--- config.mk ---
export PLATFORM = sky130hd
export DESIGN_NAME = sdram_cmd_sched
export DESIGN_NICKNAME = d
export VERILOG_FILES = /design/src/design/sdram_pkg.sv /design/src/design/page_if.sv /design/src/design/req_if.sv /design/src/design/sdram_cmd_sched.sv /design/src/design/addr_gen.sv /design/src/design/cmd_sequencer.sv /design/src/design/page_tracker.sv /design/src/design/req_latch.sv
export VERILOG_INCLUDE_DIRS = /design/src /design/src/design
export SDC_FILE = /design/constraint.sdc
export NUM_CORES = 1
export LEC_CHECK = 0
export CORE_MARGIN = 2
export CORE_UTILIZATION = 45
export DETAILED_ROUTE_END_ITERATION = 12
export DONT_BUFFER_PORTS = 1
export GPL_ROUTABILITY_DRIVEN = 0
export PLACE_DENSITY_LB_ADDON = 0.05
export SYNTH_ARGS = -nofsm -noshare
export SYNTH_HDL_FRONTEND = slang
export SYNTH_HIERARCHICAL = 1
export SYNTH_SLANG_ARGS = --single-unit
--- constraint.sdc ---
create_clock -name INPUT_CLK -period 3.3 [get_ports INPUT_CLK]
set_input_delay 0.33 -clock INPUT_CLK [delete_from_list [all_inputs] [get_ports INPUT_CLK]]
set_output_delay 0.33 -clock INPUT_CLK [all_outputs]
set_load 0.005 [all_outputs]
--- src/design/sdram_macros.svh ---
`ifndef SDRAM_MACROS_SVH
`define SDRAM_MACROS_SVH

// Request address is row, bank, column from the top
`define SDRAM_ADDR_W 26
`define SDRAM_ROW_W 14
`define SDRAM_BANK_W 3
`define SDRAM_COL_W 9
`define SDRAM_PAGE_W 17

`define SDRAM_PRCH_ALL_ADDR 14'h0400  // A10 high

// Wait counter reloads and end windows
`define SDRAM_CNT_W 4
`define SDRAM_CNT_ARSR 4'h3       // After refresh
`define SDRAM_CNT_ACTV 4'hc       // After activate
`define SDRAM_CNT_RW 4'hb
`define SDRAM_CNT_IDLE 4'he
`define SDRAM_CNT_NORM_END 4'hd   // Window is END and END+1
`define SDRAM_CNT_DLAY_END 4'he   // Write recovery before precharge

`define SDRAM_TMO_W 3

`endif
--- src/design/sdram_pkg.sv ---
`include "sdram_macros.svh"

package sdram_pkg;

  // SDRAM command pins, CS RAS CAS WE with CS held low
  typedef enum logic [2:0] {
    MRST = 3'b000,
    ARSR = 3'b001,
    PRCH = 3'b010,
    ACTV = 3'b011,
    WRTE = 3'b100,
    READ = 3'b101,
    BTRM = 3'b110,
    NOOP = 3'b111
  } sdram_cmd_e;

  typedef logic [`SDRAM_ROW_W-1:0] sdram_row_t;
  typedef logic [`SDRAM_BANK_W-1:0] sdram_bank_t;
  typedef logic [`SDRAM_COL_W-1:0] sdram_col_t;

  typedef struct packed {
    sdram_row_t row;
    sdram_bank_t bank;
  } sdram_page_t;

endpackage

--- src/design/page_if.sv ---
`timescale 1ns/1ps

interface page_if import sdram_pkg::*; ();
  logic page_active;
  logic last_was_write;
  logic refresh_time;
  logic actv_timed_out;
  sdram_page_t cur_page;

  modport trk (output page_active, last_was_write, refresh_time,
               actv_timed_out, cur_page);

  modport seq (input page_active, last_was_write, refresh_time,
               actv_timed_out, cur_page);

  modport addr (input page_active, cur_page);

endinterface

--- src/design/req_if.sv ---
`timescale 1ns/1ps
`include "sdram_macros.svh"

interface req_if ();
  logic rand_req;
  logic rand_we;
  logic bulk_req;
  logic bulk_we;
  logic [`SDRAM_ADDR_W-1:0] req_addr;  // Bulk address when bulk requests
  logic hit_rand;
  logic hit_bulk;
  logic hit_any;

  modport src (output rand_req, rand_we, bulk_req, bulk_we, req_addr,
               hit_rand, hit_bulk, hit_any);

  modport seq (input rand_req, rand_we, bulk_req, bulk_we, req_addr,
               hit_rand, hit_bulk, hit_any);

  modport addr (input req_addr, hit_any);

endinterface

--- src/design/sdram_cmd_sched.sv ---
`timescale 1ns/1ps
`include "sdram_macros.svh"

module sdram_cmd_sched import sdram_pkg::*; (
  input  logic INPUT_CLK,
  input  logic RST,
  input  logic refresh_strobe,
  input  logic [`SDRAM_ADDR_W-1:0] rand_addr,
  input  logic rand_we,
  input  logic rand_req,
  input  logic [`SDRAM_ADDR_W-1:0] bulk_addr,
  input  logic bulk_we,
  input  logic bulk_req,
  output logic rand_grant,
  output logic bulk_grant,
  output sdram_cmd_e cmd,
  output logic [`SDRAM_ROW_W-1:0] sdram_addr,
  output logic [`SDRAM_BANK_W-1:0] bank
);
  logic issue;
  sdram_cmd_e issued_cmd;
  logic second_stroke;

  req_if req_bus ();
  page_if page_bus ();

  req_latch u_req_latch (
    .INPUT_CLK (INPUT_CLK),
    .RST       (RST),
    .rand_addr (rand_addr),
    .rand_we   (rand_we),
    .rand_req  (rand_req),
    .bulk_addr (bulk_addr),
    .bulk_we   (bulk_we),
    .bulk_req  (bulk_req),
    .req       (req_bus.src),
    .pg        (page_bus.seq)
  );

  page_tracker u_page_tracker (
    .INPUT_CLK      (INPUT_CLK),
    .RST            (RST),
    .refresh_strobe (refresh_strobe),
    .issue          (issue),
    .issued_cmd     (issued_cmd),
    .second_stroke  (second_stroke),
    .req            (req_bus.seq),
    .pg             (page_bus.trk)
  );

  cmd_sequencer u_cmd_sequencer (
    .INPUT_CLK     (INPUT_CLK),
    .RST           (RST),
    .req           (req_bus.seq),
    .pg            (page_bus.seq),
    .issue         (issue),
    .issued_cmd    (issued_cmd),
    .second_stroke (second_stroke),
    .rand_grant    (rand_grant),
    .bulk_grant    (bulk_grant),
    .cmd           (cmd)
  );

  addr_gen u_addr_gen (
    .INPUT_CLK  (INPUT_CLK),
    .RST        (RST),
    .issue      (issue),
    .issued_cmd (issued_cmd),
    .req        (req_bus.addr),
    .pg         (page_bus.addr),
    .sdram_addr (sdram_addr),
    .bank       (bank)
  );

endmodule

--- src/design/addr_gen.sv ---
`timescale 1ns/1ps
`include "sdram_macros.svh"

module addr_gen import sdram_pkg::*; (
  input  logic INPUT_CLK,
  input  logic RST,
  input  logic issue,
  input  sdram_cmd_e issued_cmd,
  req_if.addr req,
  page_if.addr pg,
  output logic [`SDRAM_ROW_W-1:0] sdram_addr,
  output logic [`SDRAM_BANK_W-1:0] bank
);
  sdram_page_t req_page;
  sdram_col_t req_col;
  logic load;
  logic leaving;
  logic [`SDRAM_ROW_W-1:0] addr_next;

  assign req_page = req.req_addr[`SDRAM_ADDR_W-1 -: `SDRAM_PAGE_W];
  assign req_col = req.req_addr[`SDRAM_COL_W-1:0];
  assign load = issue && (issued_cmd != NOOP);
  assign leaving = pg.page_active && !req.hit_any;

  always_comb
  begin
    if (leaving)
      addr_next = `SDRAM_PRCH_ALL_ADDR;
    else if (req.hit_any)
      addr_next = {{(`SDRAM_ROW_W-`SDRAM_COL_W-1){1'b0}}, req_col, 1'b0};  // 32-bit words
    else
      addr_next = req_page.row;
  end

  always_ff @(posedge INPUT_CLK)
  begin
    if (!RST)
    begin
      sdram_addr <= `SDRAM_PRCH_ALL_ADDR;
      bank <= '0;
    end
    else if (load)
    begin
      sdram_addr <= addr_next;
      if (!leaving)
        bank <= req.hit_any ? pg.cur_page.bank : req_page.bank;
    end
  end

endmodule

--- src/design/cmd_sequencer.sv ---
`timescale 1ns/1ps
`include "sdram_macros.svh"

module cmd_sequencer import sdram_pkg::*; (
  input  logic INPUT_CLK,
  input  logic RST,
  req_if.seq req,
  page_if.seq pg,
  output logic issue,
  output sdram_cmd_e issued_cmd,
  output logic second_stroke,
  output logic rand_grant,
  output logic bulk_grant,
  output sdram_cmd_e cmd
);
  logic [`SDRAM_CNT_W-1:0] wait_cnt;
  logic change_possible_n;
  logic state_is_rw;
  logic extra_pass;
  logic write_match;
  logic norm_end;
  logic dlay_end;
  logic change_possible_w_n;
  logic on_page;
  logic override;
  sdram_cmd_e cmd_non_rw;

  assign write_match = req.bulk_req ? req.bulk_we : (req.rand_req && req.rand_we);

  // Issue decision --------------------------------
  assign on_page = second_stroke && state_is_rw && (pg.last_was_write == write_match);
  assign override = second_stroke && !change_possible_n &&
                    (req.rand_req || req.bulk_req || pg.refresh_time);
  assign issue = (req.hit_any && on_page) || override;

  always_comb
  begin
    if (pg.page_active)
      cmd_non_rw = pg.actv_timed_out ? PRCH : NOOP;  // Row still too young
    else
      cmd_non_rw = pg.refresh_time ? ARSR : ACTV;
  end

  assign issued_cmd = req.hit_any ? (write_match ? WRTE : READ) : cmd_non_rw;

  // Wait counter windows --------------------------
  assign norm_end = (wait_cnt == `SDRAM_CNT_NORM_END) ||
                    (wait_cnt == (`SDRAM_CNT_NORM_END + `SDRAM_CNT_W'(1)));
  assign dlay_end = (wait_cnt == `SDRAM_CNT_DLAY_END) ||
                    (wait_cnt == (`SDRAM_CNT_DLAY_END + `SDRAM_CNT_W'(1)));

  always_comb
  begin
    if (!second_stroke)
      change_possible_w_n = 1'b1;
    else if (req.hit_any)
      change_possible_w_n = !norm_end;
    else if (extra_pass)
      change_possible_w_n = 1'b1;  // Second lap after refresh
    else if (pg.page_active && pg.last_was_write)
      change_possible_w_n = !dlay_end;
    else
      change_possible_w_n = !norm_end;
  end

  always_ff @(posedge INPUT_CLK)
  begin
    if (!RST)
    begin
      cmd <= NOOP;
      second_stroke <= 1'b1;
      change_possible_n <= 1'b1;
      state_is_rw <= 1'b0;
      extra_pass <= 1'b0;
      wait_cnt <= `SDRAM_CNT_IDLE;
      rand_grant <= 1'b0;
      bulk_grant <= 1'b0;
    end
    else
    begin
      cmd <= issue ? issued_cmd : NOOP;
      second_stroke <= !issue;  // NOOP after every command
      rand_grant <= issue && req.hit_rand;
      bulk_grant <= issue && req.hit_bulk;
      if (issue)
      begin
        change_possible_n <= 1'b1;
        state_is_rw <= req.hit_any;
      end
      else
        change_possible_n <= change_possible_w_n;
      if (!second_stroke)
      begin
        case (cmd)
          ARSR: wait_cnt <= `SDRAM_CNT_ARSR;
          ACTV: wait_cnt <= `SDRAM_CNT_ACTV;
          NOOP: wait_cnt <= `SDRAM_CNT_IDLE;
          default: wait_cnt <= `SDRAM_CNT_RW;
        endcase
        if (cmd == ARSR)
          extra_pass <= 1'b1;
      end
      else
      begin
        wait_cnt <= wait_cnt + {{(`SDRAM_CNT_W-1){1'b0}}, change_possible_n};
        if (wait_cnt == '0)
          extra_pass <= 1'b0;
      end
    end
  end

endmodule

--- src/design/page_tracker.sv ---
`timescale 1ns/1ps
`include "sdram_macros.svh"

module page_tracker import sdram_pkg::*; (
  input  logic INPUT_CLK,
  input  logic RST,
  input  logic refresh_strobe,
  input  logic issue,
  input  sdram_cmd_e issued_cmd,
  input  logic second_stroke,
  req_if.seq req,
  page_if.trk pg
);
  sdram_cmd_e stroke_cmd;  // Command on the bus during the second stroke
  logic refresh_ack;
  logic [`SDRAM_TMO_W-1:0] actv_tmo;

  assign pg.actv_timed_out = actv_tmo[`SDRAM_TMO_W-1];

  always_ff @(posedge INPUT_CLK)
  begin
    if (!RST)
    begin
      stroke_cmd <= NOOP;
      refresh_ack <= 1'b0;
      pg.refresh_time <= 1'b0;
      pg.page_active <= 1'b0;
      pg.last_was_write <= 1'b0;
      actv_tmo <= '1;
    end
    else
    begin
      stroke_cmd <= issue ? issued_cmd : NOOP;
      pg.refresh_time <= refresh_strobe ^ refresh_ack;  // Each toggle is one refresh

      // Activate timeout ------------------------------
      if (!second_stroke && (stroke_cmd == ACTV))
        actv_tmo <= '0;
      else if (!pg.actv_timed_out)
        actv_tmo <= actv_tmo + `SDRAM_TMO_W'(1);

      // Page state, settled on the second stroke ------
      if (!second_stroke)
      begin
        case (stroke_cmd)
          ACTV: pg.page_active <= 1'b1;
          PRCH: pg.page_active <= 1'b0;
          ARSR: refresh_ack <= refresh_strobe;
          default: pg.page_active <= pg.page_active;
        endcase
        if (stroke_cmd == WRTE)
          pg.last_was_write <= 1'b1;
        else if (stroke_cmd != NOOP)
          pg.last_was_write <= 1'b0;
      end
    end
  end

  // Row and bank of the page being opened
  always_ff @(posedge INPUT_CLK)
  begin
    if (issue && (issued_cmd == ACTV))
      pg.cur_page <= req.req_addr[`SDRAM_ADDR_W-1 -: `SDRAM_PAGE_W];
  end

endmodule

--- src/design/req_latch.sv ---
`timescale 1ns/1ps
`include "sdram_macros.svh"

module req_latch import sdram_pkg::*; (
  input  logic INPUT_CLK,
  input  logic RST,
  input  logic [`SDRAM_ADDR_W-1:0] rand_addr,
  input  logic rand_we,
  input  logic rand_req,
  input  logic [`SDRAM_ADDR_W-1:0] bulk_addr,
  input  logic bulk_we,
  input  logic bulk_req,
  req_if.src req,
  page_if.seq pg
);
  logic [`SDRAM_ADDR_W-1:0] rand_addr_q;
  logic [`SDRAM_ADDR_W-1:0] bulk_addr_q;
  sdram_page_t rand_page;
  sdram_page_t bulk_page;
  logic page_open;
  logic hit_rand_w;
  logic hit_bulk_w;

  // Hits are judged on the live port, one cycle ahead of the latch
  assign rand_page = rand_addr[`SDRAM_ADDR_W-1 -: `SDRAM_PAGE_W];
  assign bulk_page = bulk_addr[`SDRAM_ADDR_W-1 -: `SDRAM_PAGE_W];
  assign page_open = pg.page_active && !pg.refresh_time;

  assign hit_rand_w = rand_req && !bulk_req && page_open &&
                      (rand_page == pg.cur_page);  // Bulk wins
  assign hit_bulk_w = bulk_req && page_open && (bulk_page == pg.cur_page);

  always_ff @(posedge INPUT_CLK)
  begin
    if (!RST)
    begin
      req.rand_req <= 1'b0;
      req.rand_we <= 1'b0;
      req.bulk_req <= 1'b0;
      req.bulk_we <= 1'b0;
      req.hit_rand <= 1'b0;
      req.hit_bulk <= 1'b0;
      req.hit_any <= 1'b0;
    end
    else
    begin
      req.rand_req <= rand_req;
      req.rand_we <= rand_we;
      req.bulk_req <= bulk_req;
      req.bulk_we <= bulk_we;
      req.hit_rand <= hit_rand_w;
      req.hit_bulk <= hit_bulk_w;
      req.hit_any <= hit_rand_w || hit_bulk_w;
    end
  end

  always_ff @(posedge INPUT_CLK)
  begin
    rand_addr_q <= rand_addr;
    bulk_addr_q <= bulk_addr;
  end

  assign req.req_addr = req.bulk_req ? bulk_addr_q : rand_addr_q;

endmodule

# Yosys cells after proc, flatten, opt, wreduce, memory -nomap -nowiden
# Index checks and enable logic that the tools add are counted.
# word_totals
input_bits,59
wordCells,116
reg_bits,113
# op_classes
addsub,2
n_reduce_logical,44
bitwise_logic,4
eq_ne,16
muxes,23
# op_table
op,count
17-bit equality test,2
14-bit two-way mux,2
26-bit two-way mux,1
1-bit logical AND,19
3-bit two-way mux,6
4-bit equality test (second input constant),3
4-bit one-hot mux with 3 select lines,1
2-bit AND reduction,6
1-bit two-way mux,10
3-bit by 2-bit equality test with 1-bit output (second input constant),3
1-bit logical NOT,8
3-bit equality test (second input constant),2
1-bit logical OR,6
3-bit != test (second input constant),2
2-bit nonzero test,3
4-bit by 1-bit adder with 4-bit output,1
4-bit logical NOT,1
4-bit two-way mux,1
2-bit != test (second input constant),2
3-bit by 1-bit adder with 3-bit output (second input constant),1
3-bit by 1-bit equality test with 1-bit output (second input constant),1
1-bit NOT,3
3-bit OR reduction,1
2-bit two-way mux,1
3 further kinds,3

# Logic depth before layout (Yosys ltp)
# depth
depth_word,8
ltp_mapped,7
depth_no_buf,6

# Cells and area by module
# The synthesis kept the hierarchy.
# by_module_without_submodules
module,cells_per_inst,area_per_inst_um2,n_inst,seq_area_each_um2
req_latch,143,1909.3,1,1181.1
addr_gen,94,943.4,1,340.3
page_tracker,54,894.6,1,710.7
cmd_sequencer,72,656.9,1,260.2

# Worst setup path before layout
# No wires, ideal clock.
# synth_path
path_type,reg2reg
start,register u_req_latch.req.rand_req
end,"register, netlist name u_page_tracker/pg.cur_page[0]"
period_less_slack_ns,2.288
arrival_ns,1.913
path_stages_with_launch,7
required_ns,2.925
setup_slack_ns,1.012
path_cell_list,dfxtp_1 -> nand2_1 -> o21ai_2 -> xor2_1 -> o21ai_0 -> nor2b_1 -> and3_1
# synth_via
elab_chain_cells,7
elab_cells_between_ends,13
classes_between,eq/ne (2); mux (3); reduce/logical (8)
# synth_rtl
item,line_no,source
from (decl),req_if.sv:14,"modport src (output rand_req, rand_we, bulk_req, bulk_we, req_addr,"
1-bit logical AND,cmd_sequencer.sv:28,assign write_match = req.bulk_req ? req.bulk_we : (req.rand_req && req.rand_we);
1-bit two-way mux,cmd_sequencer.sv:28,
1-bit equality test,cmd_sequencer.sv:31,assign on_page = second_stroke && state_is_rw && (pg.last_was_write == write_match);
1-bit logical AND,cmd_sequencer.sv:31,
1-bit logical AND,cmd_sequencer.sv:34,assign issue = (req.hit_any && on_page) || override;
1-bit logical OR *,cmd_sequencer.sv:34,
net issue,sdram_cmd_sched.sv:20,logic issue;
1-bit logical AND *,page_tracker.sv:62,if (issue && (issued_cmd == ACTV))
# Mark *: on every way through the listed nets, which the timed path passes. The rest lies on a longest branch.
# A chain may end at the register's enable or synchronous reset.

# Final worst setup path
# layout_path
start,register u_req_latch.req.rand_req
end,"register, netlist name u_page_tracker/pg.cur_page[0]"
# layout_via
elab_chain_cells,7
elab_cells_between_ends,13
classes_between,eq/ne (2); mux (3); reduce/logical (8)
# layout_rtl
item,line_no
1-bit logical AND,cmd_sequencer.sv:28
1-bit two-way mux,cmd_sequencer.sv:28
1-bit equality test,cmd_sequencer.sv:31
1-bit logical AND,cmd_sequencer.sv:31
1-bit logical AND,cmd_sequencer.sv:34
1-bit logical OR *,cmd_sequencer.sv:34
net issue,sdram_cmd_sched.sv:20
1-bit logical AND *,page_tracker.sv:62
# Marks and branches as above.

==> out/qor.txt <==
Post-route worst setup slack -> 0.880 ns
Cell count after synthesis -> 363
Worst clock skew -> 0.00766 ns
Synth area leaders -> dfxtp_1, edfxtp_1, mux2_2
Syn_nets -> 425
First DRT Iteration DRCs -> 97
Die footprint -> 10600 um^2
Worst Path Class, Setup -> reg -> reg
Initial Util -> 45.7%
Synth warn -> 6
Share of cells above drive strength 1 -> 18.1%
Final Slew Violations -> 0
Leading area contributor after synthesis -> dfxtp_1
Number of synthesized flops with an enable pin -> 17
Avg Cell Area, Syn -> 12.1 um^2
DP HPWL -> 6500 um
Fin. Hold Viols -> 0
Final instance area -> 5670 um^2
Seq cells post-synth -> 116
Final #Nets -> 492
DR vias/cell -> 4.94
Drt pass-1 iters -> 4
Tot Pwr -> 3.85 mW
Vias in the first global route -> 2963
Skew-Pair Late Insertion Delay -> 0.51 ns
GRT overflow -> 0
Most common cell after layout, fill and taps aside -> dfxtp_1
Async SR Flop Fraction -> 0%
Layout area overhead -> 28.6%
DRC -> 0
CTS Buf Count -> 17
P_leak -> 2.27 nW
Routed Antenna Nets -> 0
Crit path required time -> 3.48 ns
Register area share after synthesis -> 56.6%
Netlist cell types -> 47
Peak supply drop -> 0.392 mV
Final period util -> 73.3%
Register area -> 2490 um^2
Die Y -> 103 um
P per Cell Area -> 679 nW/um^2
Most frequent cells in the layout -> dfxtp_1, dlygate4sd3_1, xor2_1
Pin slew with the least headroom to its limit -> 0.783 ns
Path depth of the worst reg2reg path -> 7
Arr. time, crit path -> 2.60 ns
Worst hold path type -> in -> reg
WHS Path Cells -> 2
Slowest-stage cell, CP -> o21ai_0
CTS sink count -> 116
Element type at the critical path end -> flop
Placement Setup Slack -> 0.898 ns
Dominant register cell in the synthesized netlist -> dfxtp_1
CP max FO -> 17
Initial antenna violation count -> 0
Worst-case clock buffer depth -> 2
Largest net degree at the start of global routing -> 47
Clock slew at reported path FFs -> 0.06 ns
Port Buffers -> 0
Area of the multi-input gates -> 1790 um^2
Vias -> 2846
H-tree depth -> 4
Rel. slew slack -> 47.2%
RSZ-0062 raised after global routing -> no
Dpl cell area -> 4490 um^2
Total Wirelength -> 10100 um
Yosys top cell area share -> 45.0%
CTS tree -> yes
GRT Util Overall -> 20.0%
Placeable Area -> 9640 um^2
First-pass GRT wire length -> 15100 um
Setup violators final -> 0
Post-layout minimum cycle time -> 2.42 ns
Outcome -> finished, final reports clean
CTS Root Buffer Type -> clkbuf_8
Ports -> 81
Row Count -> 36
Post-CTS Setup Inserts -> 0
Critical path startpoint category -> flop
Filler cells -> 856
# diodes -> 0
Max-cap violations -> 0
Critical Path Max Stage Delay -> 0.67 ns
Die width -> 103 um
Post-synthesis cell area -> 4400 um^2
Fmax -> 413 MHz
Crit path cell chain -> nand2_1 > o21ai_2 > xor2_1 > o21ai_0 > nor2b_1 > and3_1 > buf_4
Setup_tns -> 0 ns
WL/cell -> 17.5 um
-- synth_stat cells, types with 2 or more instances --
| cell | number |
|---|---|
| a21boi_0 | 3 |
| a21oi_1 | 3 |
| a22oi_1 | 2 |
| a2bb2oi_1 | 2 |
| and2_1 | 6 |
| and2b_1 | 2 |
| and3_1 | 4 |
| buf_2 | 7 |
| buf_6 | 4 |
| dfxtp_1 | 99 |
| edfxtp_1 | 17 |
| ha_1 | 3 |
| inv_1 | 5 |
| mux2_2 | 31 |
| mux2_4 | 8 |
| mux2i_1 | 19 |
| nand2_1 | 29 |
| nand2b_1 | 4 |
| nand3_1 | 19 |
| nand3b_1 | 2 |
| nand4_1 | 3 |
| nor2_1 | 5 |
| nor2b_1 | 5 |
| nor3_1 | 3 |
| nor4_1 | 6 |
| o21a_1 | 3 |
| o21ai_0 | 11 |
| xnor2_1 | 7 |
| xor2_1 | 33 |
-- layer usage --
| layer | wire length, um | vias up | global-route usage, % |
|---|---|---|---|
| li1 | - | 1405 | - |
| met1 | 4090 | 1360 | 22.1 |
| met2 | 5330 | 68 | 35.4 |
| met3 | 515 | 13 | 7.19 |
| met4 | 157 | 0 | 7.19 |
| met5 | 0 | - | 0 |
-- final timing paths --
check                                             start                                       to  slack (ns)
hold / removal                                      RST   u_addr_gen/sdram_addr[10]$_SDFFE_PN1P_        0.03
setup / recovery    u_req_latch/req.rand_req$_SDFF_PN0_  u_page_tracker/pg.cur_page[0]$_DFFE_PP_        0.88
setup reg to reg    u_req_latch/req.rand_req$_SDFF_PN0_  u_page_tracker/pg.cur_page[0]$_DFFE_PP_        0.88
hold reg to reg   u_addr_gen/sdram_addr[1]$_SDFFE_PN0P_    u_addr_gen/sdram_addr[1]$_SDFFE_PN0P_        0.48
-- flip-flops by register name (all words and copies together), names as in the netlist, 3 cells and up --
signal	count
u_addr_gen/bank	3
u_addr_gen/sdram_addr	14
u_cmd_sequencer/cmd	3
u_cmd_sequencer/wait_cnt	4
u_page_tracker/actv_tmo	3
u_page_tracker/pg.cur_page	17
u_page_tracker/stroke_cmd	3
u_req_latch/bulk_addr_q	26
u_req_latch/rand_addr_q	26
-- report_power, final --
part	leakage [nW]	total, mW	internal, mW	switching (mW)
registers	0.977	1.67	1.57	0.0942
clock network	0.285	1.77	1.17	0.602
logic	1.01	0.413	0.223	0.189
total	2.27	3.85	2.96	0.886
-- through the flow --
| step | hold slack [ns] | util [%] | std cells |
|---|---|---|---|
| after CTS | 0.00233 | 58.8 | 576 |
| after floorplan | 0.358 | - | 363 |
| after global placement | 0.358 | 46.6 | 486 |
| after detailed placement | 0.358 | 46.6 | 486 |
| final | 0.0294 | 58.8 | 576 |
| after global routing | 0.00384 | 58.8 | 576 |
-- worst max-delay path: cells and delay by family, from the launching register on --
kind	cells	cell delay [ns]
compound gates	2	0.85
simple gates	3	0.47
flops	1	0.32
buf+inv	1	0.27
xor+xnor	1	0.17
-- cells by family (layout without fill, tap and decap cells) --
logic type      count (synthesis)  in the layout  share of synthesized area, %
simple gates                   98             98                          12.4
xor+xnor                       40             40                          7.95
mux                            58             58                          15.0
flops                         116            116                          56.6
buf+inv                        18             98                          2.78
compound gates                 30             30                          4.49
fa+ha+maj                       3              3                         0.852
-- cell type report --
| type | instances | area share (%) |
|---|---|---|
| Sequential cell | 116 | 44.0 |
| Multi-Input combinational cell | 229 | 31.6 |
| Timing Repair Buffer | 61 | 10.8 |
| Clock buffer | 23 | 8.59 |
| Tap cell | 133 | 2.94 |
| Clock inverter | 9 | 1.74 |
| Inverter | 5 | 0.331 |
-- what timing repair did --
item | CTS | global route
hold endpoints to repair | 86 | 0
gates resized for setup | 0 | 0
hold buffers | 58 | 0
Note: power is estimated with default switching activity, not from simulation.
